**config.mk**
```make
export PLATFORM = sky130hd
export DESIGN_NAME = ifetch_top
export DESIGN_NICKNAME = d
export VERILOG_FILES = /design/src/design/ifetch_pkg.sv /design/src/design/ifetch_ctrl.sv /design/src/design/ifetch_ir.sv /design/src/design/ifetch_predecode.sv /design/src/design/ifetch_top.sv
export VERILOG_INCLUDE_DIRS = /design/src /design/src/design
export SDC_FILE = /design/constraint.sdc
export NUM_CORES = 1
export LEC_CHECK = 0
export BUFFER_PORTS_ARGS = -buffer_cell sky130_fd_sc_hd__buf_2
export CAP_MARGIN = 30
export CORE_MARGIN = 5
export CORE_UTILIZATION = 32
export CTS_BUF_LIST = sky130_fd_sc_hd__clkbuf_16
export DETAILED_ROUTE_END_ITERATION = 12
export GPL_TIMING_DRIVEN = 0
export PLACE_DENSITY = 0.6
export REMOVE_ABC_BUFFERS = 1
export SKIP_LAST_GASP = 1
export SYNTH_ARGS = -nofsm -noshare
export SYNTH_HDL_FRONTEND = slang
export SYNTH_SLANG_ARGS = --single-unit
export TNS_END_PERCENT = 30
```
**constraint.sdc**
```tcl
create_clock -name clk -period 4.4 [get_ports clk]
set_clock_uncertainty 0.2 [all_clocks]
set_input_delay 0.44 -clock clk [delete_from_list [all_inputs] [get_ports clk]]
set_output_delay 0.44 -clock clk [all_outputs]
set_load 0.005 [all_outputs]
```
**src/design/ifetch_macros.svh**
```systemverilog
`ifndef IFETCH_MACROS_SVH
`define IFETCH_MACROS_SVH

////////////////////////////////////////////////////////////////////////
// Datapath widths
////////////////////////////////////////////////////////////////////////

// Program counter width
`define IFETCH_PC_SIZE 32

// Instruction word width, only full 32-bit encodings are fetched
`define IFETCH_INSTR_SIZE 32

////////////////////////////////////////////////////////////////////////
// Fetch constants
////////////////////////////////////////////////////////////////////////

// Sequential step between two aligned words
`define IFETCH_PC_INCR 4

`endif

```
**src/design/ifetch_pkg.sv**
```systemverilog
`include "ifetch_macros.svh"

package ifetch_pkg;

  ////////////////////////////////////////////////////////////////////////
  // Opcodes seen by the predecoder
  ////////////////////////////////////////////////////////////////////////

  // Major opcode field, bits [6:0] of the instruction
  // Anything not listed here is a plain non-control instruction
  typedef enum logic [6:0] {
    OP_BRANCH = 7'b110_0011,
    OP_JALR   = 7'b110_0111,
    OP_JAL    = 7'b110_1111
  } opcode_e;

  ////////////////////////////////////////////////////////////////////////
  // Basic words
  ////////////////////////////////////////////////////////////////////////

  typedef logic [`IFETCH_PC_SIZE-1:0]    pc_t;
  typedef logic [`IFETCH_INSTR_SIZE-1:0] instr_t;

  ////////////////////////////////////////////////////////////////////////
  // Channel payloads
  ////////////////////////////////////////////////////////////////////////

  // Fetch request, seq marks a plain pc+4 step
  typedef struct packed {
    pc_t  pc;
    logic seq;
  } fetch_req_t;

  // Fetch response with bus error flag
  typedef struct packed {
    instr_t instr;
    logic   err;
  } fetch_rsp_t;

  // Flush target is add_op1 + add_op2
  typedef struct packed {
    pc_t add_op1;
    pc_t add_op2;
  } flush_t;

  // Predecode result for the returned word
  typedef struct packed {
    logic bjp;
    logic taken;
    pc_t  offset;
  } bjp_pred_t;

  // Instruction register contents toward execute
  typedef struct packed {
    instr_t instr;
    pc_t    pc;
    logic   buserr;
    logic   prdt_taken;
  } ir_t;

endpackage

```
**src/design/ifetch_ctrl.sv**
```systemverilog
`timescale 1ns/10ps
`include "ifetch_macros.svh"

module ifetch_ctrl (
  input  logic                   clk,
  input  logic                   rst,
  input  ifetch_pkg::pc_t        rst_vec,
  output logic                   req_valid,
  output ifetch_pkg::fetch_req_t req,
  input  logic                   req_ready,
  input  logic                   rsp_valid,
  output logic                   rsp_ready,
  input  logic                   flush_req,
  input  ifetch_pkg::flush_t     flush,
  input  logic                   halt_req,
  output logic                   halt_ack,
  input  ifetch_pkg::bjp_pred_t  pred,
  input  logic                   ir_accept,
  output logic                   ir_load,
  output logic                   ir_drop,
  output ifetch_pkg::pc_t        pc
);

  logic            req_hsk;
  logic            rsp_hsk;
  logic            reset_flag;
  logic            reset_req;
  logic            dly_flush;
  logic            out_flag;
  logic            req_pend;
  logic            flush_active;
  logic            bjp_req;
  logic            can_issue;
  logic            slot_free;
  logic            no_outs;
  ifetch_pkg::pc_t add_op1;
  ifetch_pkg::pc_t add_op2;
  ifetch_pkg::pc_t pc_sum;
  ifetch_pkg::pc_t pc_nxt;

  assign req_hsk = req_valid & req_ready;
  assign rsp_hsk = rsp_valid & rsp_ready;

  ////////////////////////////////////////////////////////////////////////
  // Reset and flush tracking
  ////////////////////////////////////////////////////////////////////////

  // High through reset, drops at the first edge out of it
  always_ff @(posedge clk) begin
    reset_flag <= rst;
  end

  // Fetch from the reset vector once, right after reset
  always_ff @(posedge clk) begin
    if (rst) begin
      reset_req <= 1'b0;
    end else if (reset_flag & ~reset_req) begin
      reset_req <= 1'b1;
    end else if (req_hsk) begin
      reset_req <= 1'b0;
    end
  end

  // Flush is always taken, remember it if no request went out with it
  always_ff @(posedge clk) begin
    if (rst) begin
      dly_flush <= 1'b0;
    end else if (flush_req & ~req_hsk) begin
      dly_flush <= 1'b1;
    end else if (req_hsk) begin
      dly_flush <= 1'b0;
    end
  end

  assign flush_active = flush_req | dly_flush;

  ////////////////////////////////////////////////////////////////////////
  // Outstanding request and halt
  ////////////////////////////////////////////////////////////////////////

  // Set wins over clear when a response and a new request meet
  always_ff @(posedge clk) begin
    if (rst) begin
      out_flag <= 1'b0;
    end else if (req_hsk) begin
      out_flag <= 1'b1;
    end else if (rsp_hsk) begin
      out_flag <= 1'b0;
    end
  end

  // Request shown but not yet taken by the bus, keep it up
  always_ff @(posedge clk) begin
    if (rst) begin
      req_pend <= 1'b0;
    end else begin
      req_pend <= req_valid & ~req_ready;
    end
  end

  // Response on the bus counts as nothing in flight
  assign no_outs = ~out_flag | rsp_valid;

  always_ff @(posedge clk) begin
    if (rst) begin
      halt_ack <= 1'b0;
    end else if (halt_req & ~halt_ack & no_outs & ~req_valid) begin
      halt_ack <= 1'b1;
    end else if (halt_ack & ~halt_req) begin
      halt_ack <= 1'b0;
    end
  end

  ////////////////////////////////////////////////////////////////////////
  // Request and response handshakes
  ////////////////////////////////////////////////////////////////////////

  // Reason to fetch, blocked entirely while halted
  assign can_issue = ~halt_ack &
                     ((~halt_req & ~reset_flag) | reset_req | flush_active | req_pend);

  // Bus slot free, or the pending response can be retired now
  assign slot_free = ~out_flag | (rsp_valid & (flush_active | ir_accept));

  assign req_valid = can_issue & slot_free;

  // Response retires with the next request, or is discarded on flush
  assign rsp_ready = flush_active | (ir_accept & req_ready & can_issue);

  assign ir_load = rsp_hsk & ~flush_active;
  assign ir_drop = flush_req;

  ////////////////////////////////////////////////////////////////////////
  // Next PC
  ////////////////////////////////////////////////////////////////////////

  assign bjp_req = rsp_valid & pred.bjp & pred.taken;

  // One adder, operands picked by priority
  always_comb begin
    if (flush_req) begin
      add_op1 = flush.add_op1;
      add_op2 = flush.add_op2;
    end else if (dly_flush) begin
      // PC already holds the flush target
      add_op1 = pc;
      add_op2 = '0;
    end else if (bjp_req) begin
      add_op1 = pc;
      add_op2 = pred.offset;
    end else if (reset_req) begin
      add_op1 = rst_vec;
      add_op2 = '0;
    end else begin
      add_op1 = pc;
      add_op2 = ifetch_pkg::pc_t'(`IFETCH_PC_INCR);
    end
  end

  assign pc_sum = add_op1 + add_op2;
  assign pc_nxt = {pc_sum[`IFETCH_PC_SIZE-1:1], 1'b0};

  assign req.pc  = pc_nxt;
  assign req.seq = ~flush_active & ~bjp_req & ~reset_req;

  // Tracks the outstanding request address
  always_ff @(posedge clk) begin
    if (req_hsk | flush_req) begin
      pc <= pc_nxt;
    end
  end

endmodule

```
**src/design/ifetch_ir.sv**
```systemverilog
`timescale 1ns/10ps

module ifetch_ir (
  input  logic                   clk,
  input  logic                   rst,
  input  logic                   ir_load,
  input  logic                   ir_drop,
  input  ifetch_pkg::fetch_rsp_t rsp,
  input  ifetch_pkg::pc_t        pc,
  input  logic                   prdt_taken,
  output logic                   ir_valid,
  output ifetch_pkg::ir_t        ir,
  input  logic                   ir_ready,
  output logic                   ir_accept
);

  logic ir_hsk;

  assign ir_hsk = ir_valid & ir_ready;

  // Room for a new word when empty or draining this cycle
  assign ir_accept = ~ir_valid | ir_hsk;

  ////////////////////////////////////////////////////////////////////////
  // Valid flag
  ////////////////////////////////////////////////////////////////////////

  always_ff @(posedge clk) begin
    if (rst) begin
      ir_valid <= 1'b0;
    end else if (ir_load) begin
      ir_valid <= 1'b1;
    end else if (ir_hsk | (ir_drop & ir_valid)) begin
      ir_valid <= 1'b0;
    end
  end

  ////////////////////////////////////////////////////////////////////////
  // Payload
  ////////////////////////////////////////////////////////////////////////

  // Held as is until the next load
  always_ff @(posedge clk) begin
    if (ir_load) begin
      ir.instr      <= rsp.instr;
      ir.pc         <= pc;
      ir.buserr     <= rsp.err;
      ir.prdt_taken <= prdt_taken;
    end
  end

endmodule

```
**src/design/ifetch_predecode.sv**
```systemverilog
`timescale 1ns/10ps

module ifetch_predecode (
  input  ifetch_pkg::instr_t    instr,
  output ifetch_pkg::bjp_pred_t pred
);

  ////////////////////////////////////////////////////////////////////////
  // Field extraction
  ////////////////////////////////////////////////////////////////////////

  ifetch_pkg::opcode_e opcode;
  ifetch_pkg::pc_t     imm_j;
  ifetch_pkg::pc_t     imm_b;
  ifetch_pkg::pc_t     imm_i;

  // Major opcode, low two bits are 2'b11 for every 32-bit encoding
  assign opcode = ifetch_pkg::opcode_e'(instr[6:0]);

  // J-type immediate
  // Bit 20 of the offset sits in instr[31], bit 0 is implied zero
  assign imm_j = {{12{instr[31]}},
                  instr[19:12],
                  instr[20],
                  instr[30:21],
                  1'b0};

  // B-type immediate
  // Scrambled the same way as stores, again with implied bit 0
  assign imm_b = {{20{instr[31]}},
                  instr[7],
                  instr[30:25],
                  instr[11:8],
                  1'b0};

  // I-type immediate, only meaningful for JALR here
  assign imm_i = {{20{instr[31]}}, instr[31:20]};

  ////////////////////////////////////////////////////////////////////////
  // Static prediction
  ////////////////////////////////////////////////////////////////////////

  always_comb begin
    // Non-control by default
    pred.bjp    = 1'b0;
    pred.taken  = 1'b0;
    pred.offset = '0;

    case (opcode)
      ifetch_pkg::OP_JAL: begin
        // Unconditional jump, always redirect
        pred.bjp    = 1'b1;
        pred.taken  = 1'b1;
        pred.offset = imm_j;
      end
      ifetch_pkg::OP_BRANCH: begin
        // Backward branch taken, forward branch falls through
        pred.bjp    = 1'b1;
        pred.taken  = imm_b[31];
        pred.offset = imm_b;
      end
      ifetch_pkg::OP_JALR: begin
        // Register target unknown at fetch, so fall through
        pred.bjp    = 1'b1;
        pred.taken  = 1'b0;
        pred.offset = imm_i;
      end
      default: begin
        pred.bjp = 1'b0;
      end
    endcase
  end

endmodule

```
**src/design/ifetch_top.sv**
```systemverilog
`timescale 1ns/10ps

module ifetch_top (
  input  logic                   clk,
  input  logic                   rst,
  input  ifetch_pkg::pc_t        rst_vec,
  output logic                   req_valid,
  output ifetch_pkg::fetch_req_t req,
  input  logic                   req_ready,
  input  logic                   rsp_valid,
  input  ifetch_pkg::fetch_rsp_t rsp,
  output logic                   rsp_ready,
  output logic                   ir_valid,
  output ifetch_pkg::ir_t        ir,
  input  logic                   ir_ready,
  input  logic                   flush_req,
  input  ifetch_pkg::flush_t     flush,
  input  logic                   halt_req,
  output logic                   halt_ack
);

  ifetch_pkg::bjp_pred_t pred;
  ifetch_pkg::pc_t       pc;
  logic                  ir_accept;
  logic                  ir_load;
  logic                  ir_drop;

  // Predecode looks straight at the bus response
  ifetch_predecode ifetch_predecode_inst (
    .instr (rsp.instr),
    .pred  (pred)
  );

  ifetch_ctrl ifetch_ctrl_inst (
    .clk       (clk),
    .rst       (rst),
    .rst_vec   (rst_vec),
    .req_valid (req_valid),
    .req       (req),
    .req_ready (req_ready),
    .rsp_valid (rsp_valid),
    .rsp_ready (rsp_ready),
    .flush_req (flush_req),
    .flush     (flush),
    .halt_req  (halt_req),
    .halt_ack  (halt_ack),
    .pred      (pred),
    .ir_accept (ir_accept),
    .ir_load   (ir_load),
    .ir_drop   (ir_drop),
    .pc        (pc)
  );

  ifetch_ir ifetch_ir_inst (
    .clk        (clk),
    .rst        (rst),
    .ir_load    (ir_load),
    .ir_drop    (ir_drop),
    .rsp        (rsp),
    .pc         (pc),
    .prdt_taken (pred.taken),
    .ir_valid   (ir_valid),
    .ir         (ir),
    .ir_ready   (ir_ready),
    .ir_accept  (ir_accept)
  );

endmodule

```
# After elaboration in Yosys (flattened, before gate mapping)
# Cells that the tools add are included.
[op_classes] reduce_logical=6 n_eq_ne=3 addsub=1 n_bitwise=44 muxes=19
[op_table] operator="two-way mux 32 bit" n=7
[op_table] operator="one-hot mux 33 bit (3 select lines)" n=1
[op_table] operator="adder 32 bit" n=1
[op_table] operator="bitwise AND 1 bit" n=22
[op_table] operator="equality test 7 bit, second input constant" n=3
[op_table] operator="inverter 1 bit" n=11
[op_table] operator="OR 1 bit" n=11
[op_table] operator="two-way mux 1 bit" n=10
[op_table] operator="nonzero test 2 bit" n=5
[op_table] operator="two-way mux 3 bit" n=1
[op_table] operator="OR reduction 3 bit" n=1
[totals] output_inout_bits=103 input_bits=136 word_cells=85 register_bits=103

# Longest topological paths before layout
[depth] word_depth=11 depth_mapped=16

# Modules after synthesis
# A second synthesis with hierarchy kept.
[hier_totals] cells_unflattened=609 area_unflattened_um2=6459.9
[modules_own_cells] mod="ifetch_ctrl" cells_each=477 seq_area_each_um2=1051.0 instances=1 area_per_inst_um2=4007.6
[modules_own_cells] mod="ifetch_ir" cells_each=70 seq_area_each_um2=2001.9 instances=1 area_per_inst_um2=2034.5
[modules_own_cells] mod="ifetch_predecode" cells_each=62 seq_area_each_um2=0.0 instances=1 area_per_inst_um2=417.9

# Least setup slack after synthesis
# Ideal clock, no wire load.
[synth_path] path_type="in2out" startpoint="input rsp[3] (netlist name)" endpoint="output req[29] (netlist name)" path_stages=15 t_arrival_ns=4.009 t_required_ns=3.760 path_slack_ns=-0.249 n_path_buf=3 path_cell_list="buf_2 > or3b_4 > a2111oi_4 > nor3b_1 > buf_2 > mux2i_1 > o21ai_0 > ha_1 > clkbuf_1 > nand4_1 > nor2_1 > a2111oi_0 > a21oi_1 > o22ai_1 > mux2i_1"
[synth_rtl] item="start: declaration" line_no="ifetch_top.sv:11" source="input ifetch_pkg::fetch_rsp_t rsp,"
[synth_rtl] item="end: declaration" line_no="ifetch_top.sv:8" source="output ifetch_pkg::fetch_req_t req,"

==> summary.txt <==
Status
  – Outcome: finished, violations left
  – Failing checks: negative setup slack

Place
  – Post-DP HPWL: 14800 um
  – Placed insts: about 1000
  – Port Buffers: 235
  – Placed Instance Area: 7530 um^2
  – GP Congestion: approximately 0.83

Timing
  – Final hold violations: 0
  – RSZ-0062 raised after global routing: true
  – Max Clock Freq: about 220 MHz
  – Relative slew slack: 0.392
  – Worst Setup Slack, final: -123 ps
  – Final Cycle Share: 1.03
  – Fin. max-slew vios: 0
  – Tmin final: 4520 ps
  – Tightest Pin Transition: 912 ps
  – Final setup vio count: 16

Global route
  – Largest net degree at the start of global routing: 98
  – Antenna violations before repair: 0
  – First-pass GRT wire length: 30200 um
  – GRT Overall Usage: 0.175
  – Number of global-route vias before repair: 5629
  – Remaining Overflow, GRT: 0

Logic synthesis
  – Syn Area/Cell: 10.3 um^2
  – Distinct cells, synth: a little under 60
  – Share of flip-flops with an asynchronous set or reset: 0
  – EDFF count, synth: between 90 and 100
  – Flops & latches, synth: 103
  – Yosys warns: 0
  – Synth Cell Area: 6100 um^2
  – Main synth FF type: edfxtp_1
  – Synth Instances: 594
  – Post-synthesis sequential area ratio: 0.496

Worst setup path
  – Slowest cell delay on critical path: 400 ps
  – Family with the most delay on the worst path: compound AO/OA/AOI/OAI gates
  – Reg2Reg Depth: 14
  – Worst-path fanout max: 7
  – CP Class: primary input to primary output
  – Crit-path cells: buf_12, or3b_4, a2111oi_4, buf_4, nor3b_4, buf_6, buf_12, mux2i_1, o21ai_1, ha_4, a21oi_1, nor2_1, a2111oi_4, buf_4, a21oi_4, o22ai_4, mux2i_2, buf_2
  – Crit path from: rsp[3]
  – Logic depth of the worst path, buffers included: 18
  – RR Startpoint: ifetch_ctrl_inst.reset_req
  – Reg2reg end: ifetch_ctrl_inst.pc[28]
  – CP Launch Type: primary input
  – CP max-delay cell: or3b_4
  – Worst setup path end: req[29]
  – Buffer and inverter count on the worst path: 6
  – Critical path arrival: 3880 ps
  – Setup slack, reg-to-reg: 710 ps
  – Required @ worst endpoint: 3760 ps
  – Kind of end point of the critical path: primary output

Clock network
  – CTS root buf: clkbuf_16
  – Clk sinks: 103
  – H-tree levels: 3
  – CTS buffer count: 9
  – CTS max path bufs: 2
  – Clk slew on worst S/H paths: approximately 80 ps
  – Clk_lat worst skew: 360 ps
  – TritonCTS clock tree: built

Route
  – Pre-antenna DRT Iters: 4
  – Final WL: roughly 20000 um
  – Vias: 5517
  – Vias per inst: 5.04
  – DRC viols: 0
  – Wirelength per Cell: 18.1 um
  – Metal-1 WL: 8630 um
  – Metal3 WL: between 1000 and 1500 um
  – Met2 WL: between 9000 and 10000 um
  – Uppermost routed layer: met4
  – 1st-iter DRT viols: 309
  – ANT nets after route: 0

Worst hold path
  – Hold Crit Class: primary input to flip-flop
  – HP Start: rsp[0]

Final layout
  – Layout cell share with drive strength beyond 1: 0.444
  – Most frequent cells in the layout: 231 x buf_2, 96 x edfxtp_1, 91 x nand2_1
  – Commonest non-fill, non-tap cell in the layout: buf_2
  – Layout area overhead: 43.2%
  – Finished Layout Cells: 1095
  – Final Util: 0.467
  – # diodes: 0
  – Design area: approximately 8700 um^2
  – Final nets: 1023

Power
  – P_leak: between 3 and 4 nW
  – Max IR drop VDD: 0.187 mV
  – Pwr dens: ~380 nW/um^2

Floorplanning
  – Num rows: 50
  – IO Count: 239
  – Die height: 148 um
  – Die X: 148 um
  – Core area: between 15000 and 20000 um^2
  – Die area: approximately 22000 um^2
  – Initial core utilization: 0.326

Flow run
  – Max-Cap Viols: 0
through the flow:
step | hold WS [ps] | setup slack, ps | total power [mW] | setup TNS [ps]
3_5_place_dp | 233 | -1650 | 2.27 | -42030
3_3_place_gp | 227 | -5690 | 2.26 | -369120
6_report | 48.8 | -123 | 3.32 | -1040
2_1_floorplan | 226 | -2630 | 1.87 | -124520
4_1_cts | 30.0 | -130 | 3.30 | -1200
5_1_grt | 32.2 | -304 | 3.51 | -4270
area by class of cell:
type | count | area (um^2)
well taps | 234 | 293
clock buffers | 9 | 225
multi-input cells | 454 | 3500
clock inverters | 7 | 71.3
flip-flops and latches | 103 | 3020
inverters | 10 | 37.5
repair buffers | 278 | 1580
fillers | 1784 | 9970
power breakdown:
part,internal [mW],switching [mW],total [mW]
clock network,0.403,0.414,0.816
registers,1.25,0.0513,1.30
logic,0.551,0.651,1.20
metal layers:
layer | track usage | up-vias
met2 | 0.303 | 195
met3 | 0.0386 | 23
met5 | 0 | -
met1 | 0.221 | 2562
li1 | - | 2737
met4 | 0.0508 | 0
synthesized netlist by cell type (all sizes together) (3+ instances only):
cell type	count	area share
nor2	36	0.022
dfxtp	7	0.023
and3	5	0.0051
a31oi	5	0.0051
nor2b	4	0.0041
a211oi	11	0.014
buf	6	0.0057
a2111oi	3	0.0074
and2	3	0.0031
nand3	8	0.0066
and4	4	0.0057
a41oi	3	0.0043
o31ai	3	0.0037
xnor2	19	0.027
a22o	6	0.0086
nand4	5	0.0051
nor3	6	0.0049
nand2b	6	0.0062
o21ai	72	0.059
o41ai	3	0.0043
clkbuf	22	0.014
edfxtp	96	0.47
nand2	93	0.057
nor3b	5	0.0062
a22oi	5	0.0062
o21bai	3	0.0037
xor2	12	0.017
mux2i	33	0.054
a21oi	38	0.031
inv	10	0.0062
o21a	5	0.0062
ha	30	0.062
registers in the layout, summed over array words and instances (netlist names):
signal / flops
ifetch_ctrl_inst.req_pend: 1
ifetch_ctrl_inst.out_flag: 1
ifetch_ctrl_inst.reset_flag: 1
ifetch_ir_inst.ir: 65
ifetch_ctrl_inst.pc: 31
ifetch_ctrl_inst.reset_req: 1
ifetch_ctrl_inst.dly_flush: 1
ifetch_ctrl_inst.halt_ack: 1
ifetch_ir_inst.ir_valid: 1
worst min-delay path by stage:
stage,to,slack (ps),cells past startpoint
global route,ifetch_ir_inst.ir[1],30,1
global placement,ifetch_ir_inst.ir[4],230,0
detailed placement,ifetch_ir_inst.ir[29],230,0
finish,ifetch_ir_inst.ir[1],50,1
CTS,ifetch_ir_inst.ir[1],30,1
floorplan,ifetch_ir_inst.ir[10],230,0
kinds of logic after synthesis:
kind of cell / Yosys count / share of synthesized area
compound gates: 170 / 0.172
xor+xnor: 31 / 0.0445
fa+ha+maj: 31 / 0.0649
buf+inv: 38 / 0.0255
flops: 103 / 0.496
mux: 34 / 0.0560
other cells: 1 / 0.000615
simple gates: 186 / 0.141
timing repair:
| item | 4_1_cts | 5_1_grt |
|---|---|---|
| setup endpoints to repair | 45 | 22 |
| gates resized for setup | 130 | 20 |
| cloned | 0 | 0 |
| hold buffers | 0 | 0 |
| pin swaps | 49 | 20 |
| buffers inserted | 34 | 5 |
No activity file was read; power rests on OpenSTA's default activity.
